<file path="config.mk">
export PLATFORM = sky130hd
export DESIGN_NAME = div_unit
export DESIGN_NICKNAME = d
export VERILOG_FILES = /design/src/hdl/div_core_pkg.sv /design/src/hdl/div_if_pkg.sv /design/src/hdl/div_operand_prep.sv /design/src/hdl/div_req_fifo.sv /design/src/hdl/div_result_fix.sv /design/src/hdl/div_subshift.sv /design/src/hdl/div_unit.sv
export VERILOG_INCLUDE_DIRS = /design/src /design/src/hdl
export SDC_FILE = /design/constraint.sdc
export NUM_CORES = 1
export LEC_CHECK = 0
export CAP_MARGIN = 20
export CELL_PAD_IN_SITES_DETAIL_PLACEMENT = 1
export CELL_PAD_IN_SITES_GLOBAL_PLACEMENT = 2
export CORE_MARGIN = 2
export CORE_UTILIZATION = 45
export CTS_CLUSTER_SIZE = 25
export DETAILED_ROUTE_END_ITERATION = 8
export DONT_BUFFER_PORTS = 1
export PLACE_DENSITY = 0.89
export SETUP_SLACK_MARGIN = 0.5
export SLEW_MARGIN = 40
export SYNTH_ARGS = -nofsm -noshare
export SYNTH_HDL_FRONTEND = slang
export SYNTH_HIERARCHICAL = 1
export SYNTH_SLANG_ARGS = --single-unit
export TNS_END_PERCENT = 100
</file>
<file path="constraint.sdc">
create_clock -name clk_i -period 12.2 [get_ports clk_i]
set_input_delay 2.44 -clock clk_i [delete_from_list [all_inputs] [get_ports clk_i]]
set_output_delay 2.44 -clock clk_i [all_outputs]
set_load 0.01 [all_outputs]
</file>
<file path="src/hdl/div_unit_consts.svh">
`ifndef DIV_UNIT_CONSTS_SVH
`define DIV_UNIT_CONSTS_SVH

// Operand, quotient and remainder width.
`define DIV_W 32

`define DIV_TAG_W 4

// Queue entries, which is also the requester's credit count after reset.
`define DIV_QUEUE_DEPTH 4

`define DIV_RESP_CREDITS 2 // Response credits the unit owns after reset.

`endif

</file>
<file path="src/hdl/div_core_pkg.sv">
`include "div_unit_consts.svh"

package div_core_pkg;

   typedef struct packed {
      logic [`DIV_W-1:0] dividend; // Magnitude of the dividend.
      logic [`DIV_W-1:0] divisor;  // Magnitude of the divisor.
   } div_operands_t;

   // Everything the output stage needs to turn raw results into a response.
   typedef struct packed {
      logic [`DIV_TAG_W-1:0] tag;
      logic                  want_rem;
      logic                  q_neg;       // Negate the quotient.
      logic                  r_neg;       // Negate the remainder.
      logic                  div_by_zero;
   } div_fixup_t;

endpackage

</file>
<file path="src/hdl/div_if_pkg.sv">
`include "div_unit_consts.svh"

package div_if_pkg;

   // Bit 0 marks a signed operation, bit 1 selects the remainder.
   typedef enum logic [1:0] {
      DIVU = 2'b00,
      DIV  = 2'b01,
      REMU = 2'b10,
      REM  = 2'b11
   } div_op_e;

   typedef struct packed {
      logic [`DIV_TAG_W-1:0] tag;
      div_op_e               op;
      logic [`DIV_W-1:0]     dividend;
      logic [`DIV_W-1:0]     divisor;
   } div_req_t;

   typedef struct packed {
      logic [`DIV_TAG_W-1:0] tag;
      logic [`DIV_W-1:0]     result;      // Quotient or remainder, as the op asked.
      logic                  div_by_zero;
   } div_resp_t;

endpackage

</file>
<file path="src/hdl/div_operand_prep.sv">
`timescale 1ns/1ns
`include "div_unit_consts.svh"

module div_operand_prep (
   input  div_if_pkg::div_req_t       req_i,
   output div_core_pkg::div_operands_t operands_o,
   output div_core_pkg::div_fixup_t    fixup_o
);
   logic is_signed;
   logic a_neg;
   logic b_neg;
   logic zero_div;

   assign is_signed = (req_i.op == div_if_pkg::DIV) || (req_i.op == div_if_pkg::REM);
   assign a_neg     = is_signed && req_i.dividend[`DIV_W-1];
   assign b_neg     = is_signed && req_i.divisor[`DIV_W-1];
   assign zero_div  = (req_i.divisor == '0);

   always_comb begin
      operands_o.dividend = a_neg ? -req_i.dividend : req_i.dividend;
      operands_o.divisor  = b_neg ? -req_i.divisor : req_i.divisor;

      fixup_o.tag         = req_i.tag;
      fixup_o.want_rem    = (req_i.op == div_if_pkg::REMU) || (req_i.op == div_if_pkg::REM);
      fixup_o.q_neg       = (a_neg ^ b_neg) && !zero_div; // Keeps the all-ones quotient.
      fixup_o.r_neg       = a_neg;                        // Remainder follows the dividend.
      fixup_o.div_by_zero = zero_div;
   end

endmodule

</file>
<file path="src/hdl/div_req_fifo.sv">
`timescale 1ns/1ns
`include "div_unit_consts.svh"

module div_req_fifo (
   input  logic                 clk_i,
   input  logic                 rst_n_i,
   input  logic                 wr_valid_i,
   input  div_if_pkg::div_req_t wr_req_i,
   input  logic                 pop_i,
   output logic                 head_valid_o,
   output div_if_pkg::div_req_t head_o,
   output logic                 credit_o
);
   localparam int DEPTH = `DIV_QUEUE_DEPTH;
   localparam int PTR_W = $clog2(DEPTH);
   localparam int CNT_W = $clog2(DEPTH + 1);

   div_if_pkg::div_req_t mem [DEPTH];

   logic [PTR_W-1:0] wr_ptr;
   logic [PTR_W-1:0] rd_ptr;
   logic [CNT_W-1:0] count;
   logic             pop_fire;

   function automatic logic [PTR_W-1:0] ptr_inc(input logic [PTR_W-1:0] ptr);
      ptr_inc = (ptr == PTR_W'(DEPTH - 1)) ? '0 : ptr + 1'b1;
   endfunction

   assign head_valid_o = (count != '0);
   assign head_o       = mem[rd_ptr];
   assign pop_fire     = pop_i && head_valid_o;

   always_ff @(posedge clk_i) begin
      if (wr_valid_i) begin
         mem[wr_ptr] <= wr_req_i;
      end
   end

   always_ff @(posedge clk_i) begin
      if (!rst_n_i) begin
         wr_ptr   <= '0;
         rd_ptr   <= '0;
         count    <= '0;
         credit_o <= 1'b0;
      end else begin
         if (wr_valid_i) wr_ptr <= ptr_inc(wr_ptr);
         if (pop_fire) rd_ptr <= ptr_inc(rd_ptr);
         case ({wr_valid_i, pop_fire})
            2'b10:   count <= count + 1'b1;
            2'b01:   count <= count - 1'b1;
            default: count <= count;
         endcase
         credit_o <= pop_fire; // One credit back per freed entry.
      end
   end

endmodule

</file>
<file path="src/hdl/div_result_fix.sv">
`timescale 1ns/1ns
`include "div_unit_consts.svh"

module div_result_fix (
   input  logic                     clk_i,
   input  logic                     rst_n_i,
   input  logic                     result_valid_i,
   input  logic [`DIV_W-1:0]        quotient_i,
   input  logic [`DIV_W-1:0]        remainder_i,
   input  div_core_pkg::div_fixup_t fixup_i,
   input  logic                     resp_credit_i,
   output logic                     slot_free_o,
   output logic                     resp_valid_o,
   output div_if_pkg::div_resp_t    resp_o
);
   localparam int CRED_W = $clog2(`DIV_RESP_CREDITS + 1);

   logic [CRED_W-1:0] credit_cnt;
   logic [`DIV_W-1:0] q_fix;
   logic [`DIV_W-1:0] r_fix;
   logic [`DIV_W-1:0] result;

   assign q_fix  = fixup_i.q_neg ? -quotient_i : quotient_i;
   assign r_fix  = fixup_i.r_neg ? -remainder_i : remainder_i;
   assign result = fixup_i.want_rem ? r_fix : q_fix;

   assign slot_free_o = (credit_cnt != '0);

   always_ff @(posedge clk_i) begin
      if (result_valid_i) begin
         resp_o.tag         <= fixup_i.tag;
         resp_o.result      <= result;
         resp_o.div_by_zero <= fixup_i.div_by_zero;
      end
   end

   always_ff @(posedge clk_i) begin
      if (!rst_n_i) begin
         resp_valid_o <= 1'b0;
         credit_cnt   <= CRED_W'(`DIV_RESP_CREDITS);
      end else begin
         resp_valid_o <= result_valid_i;
         case ({resp_credit_i, result_valid_i})
            2'b10:   credit_cnt <= credit_cnt + 1'b1;
            2'b01:   credit_cnt <= credit_cnt - 1'b1; // The response takes its credit.
            default: credit_cnt <= credit_cnt;
         endcase
      end
   end

endmodule

</file>
<file path="src/hdl/div_subshift.sv">
`timescale 1ns/1ns
`include "div_unit_consts.svh"

module div_subshift (
   input  logic                        clk_i,
   input  logic                        rst_n_i,
   input  logic                        req_valid_i,
   input  logic                        slot_free_i,
   input  div_core_pkg::div_operands_t operands_i,
   input  div_core_pkg::div_fixup_t    fixup_i,
   output logic                        accept_o,
   output logic                        result_valid_o,
   output logic [`DIV_W-1:0]           quotient_o,
   output logic [`DIV_W-1:0]           remainder_o,
   output div_core_pkg::div_fixup_t    fixup_o
);
   localparam int DQR_W = 2 * `DIV_W + 1;
   localparam int PC_W  = $clog2(`DIV_W + 2);
   localparam logic [PC_W-1:0] PC_LAST = PC_W'(`DIV_W + 1);

   logic [PC_W-1:0]          pcnt;       // Program counter, zero when idle.
   logic [DQR_W-1:0]         dqr;        // Partial remainder above the quotient bits.
   logic [`DIV_W-1:0]        divisor_q;
   div_core_pkg::div_fixup_t fixup_q;
   logic [`DIV_W:0]          partial;
   logic [`DIV_W+1:0]        diff;
   logic                     stepping;

   assign partial  = dqr[DQR_W-2 -: `DIV_W+1];
   assign diff     = {1'b0, partial} - {2'b00, divisor_q};
   assign stepping = (pcnt != '0) && (pcnt != PC_LAST);

   assign accept_o       = (pcnt == '0) && req_valid_i && slot_free_i;
   assign result_valid_o = (pcnt == PC_LAST);
   assign quotient_o     = dqr[`DIV_W-1:0];
   assign remainder_o    = dqr[DQR_W-2 -: `DIV_W];
   assign fixup_o        = fixup_q;

   always_ff @(posedge clk_i) begin
      if (!rst_n_i) begin
         pcnt <= '0;
      end else if (accept_o) begin
         pcnt <= PC_W'(1);
      end else if (result_valid_o) begin
         pcnt <= '0; // Back to idle after the result cycle.
      end else if (stepping) begin
         pcnt <= pcnt + 1'b1;
      end
   end

   always_ff @(posedge clk_i) begin
      if (accept_o) begin
         divisor_q <= operands_i.divisor;
         dqr       <= {{(`DIV_W+1){1'b0}}, operands_i.dividend};
         fixup_q   <= fixup_i;
      end else if (stepping) begin
         if (!diff[`DIV_W+1]) begin
            dqr <= {diff[`DIV_W:0], dqr[`DIV_W-2:0], 1'b1}; // Subtract fits, quotient bit set.
         end else begin
            dqr <= {1'b0, dqr[DQR_W-3:0], 1'b0};
         end
      end
   end

endmodule

</file>
<file path="src/hdl/div_unit.sv">
`timescale 1ns/1ns
`include "div_unit_consts.svh"

module div_unit (
   input  logic                  clk_i,
   input  logic                  rst_n_i,
   input  logic                  req_valid_i,
   input  div_if_pkg::div_req_t  req_i,
   input  logic                  resp_credit_i,
   output logic                  req_credit_o,
   output logic                  resp_valid_o,
   output div_if_pkg::div_resp_t resp_o
);
   logic                        head_valid;
   div_if_pkg::div_req_t        head;
   div_core_pkg::div_operands_t operands;
   div_core_pkg::div_fixup_t    prep_fixup;
   div_core_pkg::div_fixup_t    core_fixup;
   logic                        accept;
   logic                        slot_free;
   logic                        result_valid;
   logic [`DIV_W-1:0]           quotient;
   logic [`DIV_W-1:0]           remainder;

   div_req_fifo fifo0 (
      .clk_i       (clk_i),
      .rst_n_i     (rst_n_i),
      .wr_valid_i  (req_valid_i),
      .wr_req_i    (req_i),
      .pop_i       (accept),
      .head_valid_o(head_valid),
      .head_o      (head),
      .credit_o    (req_credit_o)
   );

   div_operand_prep prep0 (
      .req_i     (head),
      .operands_o(operands),
      .fixup_o   (prep_fixup)
   );

   div_subshift core0 (
      .clk_i         (clk_i),
      .rst_n_i       (rst_n_i),
      .req_valid_i   (head_valid),
      .slot_free_i   (slot_free),
      .operands_i    (operands),
      .fixup_i       (prep_fixup),
      .accept_o      (accept),
      .result_valid_o(result_valid),
      .quotient_o    (quotient),
      .remainder_o   (remainder),
      .fixup_o       (core_fixup)
   );

   div_result_fix fix0 (
      .clk_i         (clk_i),
      .rst_n_i       (rst_n_i),
      .result_valid_i(result_valid),
      .quotient_i    (quotient),
      .remainder_i   (remainder),
      .fixup_i       (core_fixup),
      .resp_credit_i (resp_credit_i),
      .slot_free_o   (slot_free),
      .resp_valid_o  (resp_valid_o),
      .resp_o        (resp_o)
   );

endmodule

</file>
# After elaboration in Yosys (flattened, before gate mapping)
# Memory sizes are Yosys's and may differ from the RTL's. A register that Yosys moved wholly into a read port is not among the register bits.
# Index checks and enable logic that the tools add are counted.
# op_classes
add_sub_neg,12
mul,0
div_mod_pow,0
magnitude_cmp,0
n_eq_ne,11
shift,0
mux,19
n_bitwise,2
n_reduce_logical,20
# ops
operator,n
2-to-1 mux 32 bit,7
negation 32 bit,4
2-to-1 mux 64 bit,1
subtractor 33 x 32 -> 34 bit,1
zero test 32 bit,1
"equality test 2 bit, second input constant",6
2-to-1 mux 2 bit,4
nonzero test 2 bit,4
logical AND 1 bit,7
"adder 2 x 1 -> 2 bit, second input constant",3
"adder 6 x 1 -> 6 bit, second input constant",1
"equality test 2 x 1 -> 1 bit, second input constant",3
"equality test 6 bit, second input constant",1
zero test 6 bit,1
"inequality test 6 bit, second input constant",1
case mux 3 bit (2 select lines),1
nonzero test 3 bit,2
nonzero test 6 bit,1
2-to-1 mux 1 bit,5
case mux 2 bit (2 select lines),1
"adder 3 x 1 -> 3 bit, second input constant",1
OR reduction 3 bit,1
"subtractor 3 x 1 -> 3 bit, second input constant",1
logical OR 1 bit,2
other kinds (4),4
# totals
reg_bits,158
latch_bits,0
mem_bits_rw,280
mem_bits_ro,0
input_bits,74
word_cells,84
n_memories,1
# mem_list
memory,depth,word_bits,rd,rd_ports_with_merged_regs,wr,line,text
fifo0.mem,4,70,1,1,1,div_req_fifo.sv:18,div_if_pkg::div_req_t mem [DEPTH];

# Logic depth before layout (Yosys ltp)
# logic_depth
ltp_word,6
mapped_depth,14

# Hierarchy
# The synthesis kept the hierarchy.
# by_module_without_submodules
mod,instances,cells_per_inst,area_each_um2,seq_area_each_um2
div_req_fifo,1,418,10656.5,8608.3
div_subshift,1,594,5823.1,2922.8
div_result_fix,1,305,3093.0,1171.1
div_operand_prep,1,230,1529.0,0.0

# Worst setup path after synthesis
# No wires, ideal clock.
# synth_path
kind,input to register
startpoint,input port req_valid_i
endpoint,memory fifo0/mem[0][0] in the netlist's numbering (enable)
setup_time_ps,435
arrival_ps,4080
path_slack_ps,7684
path_stages,1
n_path_buf,0
cell_sequence,and2_1
# synth_between
elab_chain_len,2
# synth_rtl
element,line,text
from (decl),div_unit.sv:7,"input logic req_valid_i,"
2-to-1 mux 1 bit,div_req_fifo.sv:34,if (wr_valid_i) begin
2-to-1 mux 1 bit (not written as such),div_req_fifo.sv:35,mem[wr_ptr] <= wr_req_i;
to (decl),div_req_fifo.sv:18,
# Every way passes these cells.

==> summary.txt <==
Run status
  • Status: finished clean

Critical path
  • Setup crit start kind: flop
  • Critical Path AT: 4840 ps
  • Worst stage delay on the critical path: 670 ps
  • Critical path's slowest cell: buf_4
  • Kind of critical path: flop to flop
  • Last element of the critical path: core0/dqr[22]
  • CP Depth: 11
  • CP required: 12540 ps
  • Worst Path Max Fanout: 35
  • R2R Setup Slk: 7710 ps
  • Largest delay share family, worst path: buffers and inverters
  • Worst path cell trace: buf_4 > buf_4 > mux4_2 > inv_1 > ha_1 > or4b_1 > and4b_1 > a31oi_1 > xor2_1 > nand2_1 > nand2_1
  • Crit path capture type: flop
  • Crit path buf inv count: 3
  • Worst reg-to-reg path cell count: 11
  • Reg2reg end: core0/dqr[22]

Routing
  • Post-DRT Antenna Nets: 0
  • Routed wire length: 51200 um
  • Via-to-Cell Ratio: 5.84
  • Average wire per cell in the routed design: 23.3 um
  • Drc violations: 0
  • Initial DRC count: 823
  • Vias: 12848
  • 1st-pass router iterations: 5

Die
  • Starting Density: 45.4%
  • # IOs: 113
  • Chip width: 221 um
  • Core footprint: 46500 sq um
  • Die height: 221 um
  • Die ar.: 48600 sq um
  • Row count: 79

STA
  • RSZ-0062 raised after global routing: false
  • Minimum clock period: 4490 ps
  • Setup slack after layout: 7710 ps
  • Final Max Tran Viols: 0
  • Final hold viol count: 0
  • Setup_tns: 0 ps
  • Worst-Margin Slew: 839 ps
  • Clock Skews: 29.4 ps
  • Final period util: 36.8%
  • Highest Clock Rate: 223 MHz
  • # setup viols final: 0
  • Max_slew headroom: 44.0%

Final layout
  • Register area: 12700 sq um
  • Fillers: 4621
  • Most frequent cells in the layout: edfxtp_1, nand2_1, xor2_1
  • Share of cells above drive strength 1: 13.6%
  • Most common cell after layout, fill and taps aside: edfxtp_1
  • Area growth, synth to finish: 9.85%
  • Antenna Cells: 0
  • Multi-input logic area: 7710 sq um
  • NumNets Final: 1674

Power
  • Net switching power: 2070 uW
  • Flop pwr share: 39.3%
  • Pwr Total: 5600 uW
  • Pwr dens: 242 nW/um^2
  • Maximum vdd drop: 0.131 mV
  • Switching Share: 37.0%
  • Gate power share: 35.1%
  • Part of the power in the clock network: 25.6%
  • Int Pwr: 3530 uW
  • Pleak: 0.00800 uW

Clock tree
  • Post-CTS Resized: 0
  • Post-CTS setup buffer count: 0
  • Clock-pin slew on the worst setup and hold paths: 60 ps
  • Worst skew pair latency: 600 ps
  • Inserted Clock Buffers: 48
  • H-tree levels: 2
  • CTS sink count: 440
  • Clock Tree Root: clkbuf_16
  • CTS Buffer Depth: 3
  • CTS Hold Buffers Added: 0
  • CTS tree: done

Yosys
  • Number of flops mapped to enable cells by yosys: 389
  • Per-instance average area after synthesis: 13.6 sq um
  • Seq/Total Area, Yosys: 60.2%
  • Dominant synthesized flop cell: edfxtp_1
  • Post-synth net total: 1669
  • Cells after synthesis: 1547
  • Syn. warnings: 6
  • #FFs+latches synth: 440
  • Synth unique cells: 81
  • Post-synth design cell area: 21100 sq um
  • Asr flop ratio synth: 0%

Global route
  • GR Overflow Total: 0
  • First-pass GRT wire length: 80600 um
  • Vias in the first global route: 13825
  • Global-route usage over all layers: 21.7%
  • Number of antenna violations at the first check in global routing: 1
  • Largest net degree at the start of global routing: 60

Min path
  • Tightest Hold Check Type: flop to flop

Job
  • Max-cap violations: 0

Placed design
  • GP Congestion: 0.867
  • # port buffers: 0
  • Place WS: 7710 ps
  • HPWL after DPL: 36000 um
synthesized netlist by cell type (18+ instances only):
cell | number | area [sq um]
a21oi_1 | 45 | 225
a31oi_1 | 18 | 113
nand2_1 | 174 | 653
nor3_1 | 27 | 135
o21ai_1 | 24 | 120
edfxtp_1 | 389 | 11700
mux4_2 | 70 | 1580
o31ai_1 | 31 | 233
ha_1 | 46 | 576
dfxtp_1 | 51 | 1020
nand3_1 | 30 | 150
nor2_1 | 67 | 251
mux2i_1 | 40 | 400
inv_1 | 67 | 251
o21ai_0 | 50 | 250
xnor2_1 | 52 | 455
xor2_1 | 98 | 858
clkbuf_1 | 30 | 113
worst min-delay path by stage:
stage	cells after the start	startpoint	endpoint	slack (ps)
3_3_place_gp	0	core0/fixup_o[5]	fix0/resp_o[34]	410
6_report	0	core0/fixup_o[6]	fix0/resp_o[35]	420
2_1_floorplan	0	core0/fixup_o[0]	fix0/resp_o[0]	400
4_1_cts	0	core0/fixup_o[6]	fix0/resp_o[35]	420
5_1_grt	0	core0/fixup_o[5]	fix0/resp_o[34]	430
3_5_place_dp	0	core0/fixup_o[0]	fix0/resp_o[0]	420
metrics by stage:
step / hold slack [ps] / utilization (%) / cell area, sq um / std cells
floorplan: 400 / - / 21100 / 1547
global placement: 407 / 46.4 / 21600 / 2106
detailed placement: 417 / 46.5 / 21600 / 2109
CTS: 421 / 49.9 / 23200 / 2199
global route: 426 / 49.9 / 23200 / 2199
finish: 419 / 49.9 / 23200 / 2199
registers in the layout (all words and copies together), names as in the netlist, named ones only:
| signal | flops |
|---|---|
| fix0/resp_valid_o | 1 |
| core0/dqr | 64 |
| core0/divisor_q | 32 |
| fifo0/count | 3 |
| fix0/resp_o | 37 |
| core0/fixup_o | 8 |
| fix0/credit_cnt | 2 |
| core0/pcnt | 6 |
| fifo0/credit_o | 1 |
| fifo0/mem | 280 |
| fifo0/wr_ptr | 2 |
| fifo0/rd_ptr | 2 |
power by group through the flow:
| stage | Combinational, uW | Sequential [uW] | Clock [uW] |
|---|---|---|---|
| after floorplan | 1500 | 2140 | 0 |
| after global placement | 1880 | 2230 | 0 |
| final | 1970 | 2200 | 1430 |
| after CTS | 1990 | 2200 | 1470 |
| after global routing | 2180 | 2230 | 1520 |
| after detailed placement | 1970 | 2230 | 0 |
layout make-up:
cell class                      instances  share of cell area, %
Sequential cell                       440                   54.8
Multi-Input combinational cell        974                   33.2
Clock buffer                           56                   5.40
Tap cell                              607                   3.28
Clock inverter                         34                   1.32
Inverter                               68                   1.11
Timing Repair Buffer                   20                  0.815
cells by family (layout without fill, tap and decap cells):
kind of cell	Yosys count	after routing	share of synthesized area, %
adders and majority gates	48	48	2.92
and+or+nand+nor	415	415	9.93
DFF	440	440	60.2
buffers and inverters	133	178	3.36
AOI/OAI and AO/OA	249	249	7.90
xor gates and xnor gates	150	150	6.23
muxes	112	112	9.48
routing by layer:
metal | vias to the layer above | GRT usage (%) | part of all wire [%]
met3 | 75 | 4.19 | 4.9
li1 | 5899 | - | -
met4 | 0 | 7.73 | 3.0
met2 | 251 | 36.8 | 50
met1 | 6623 | 27.9 | 43
met5 | - | 0 | 0
Note: power is estimated with default switching activity, not from simulation.
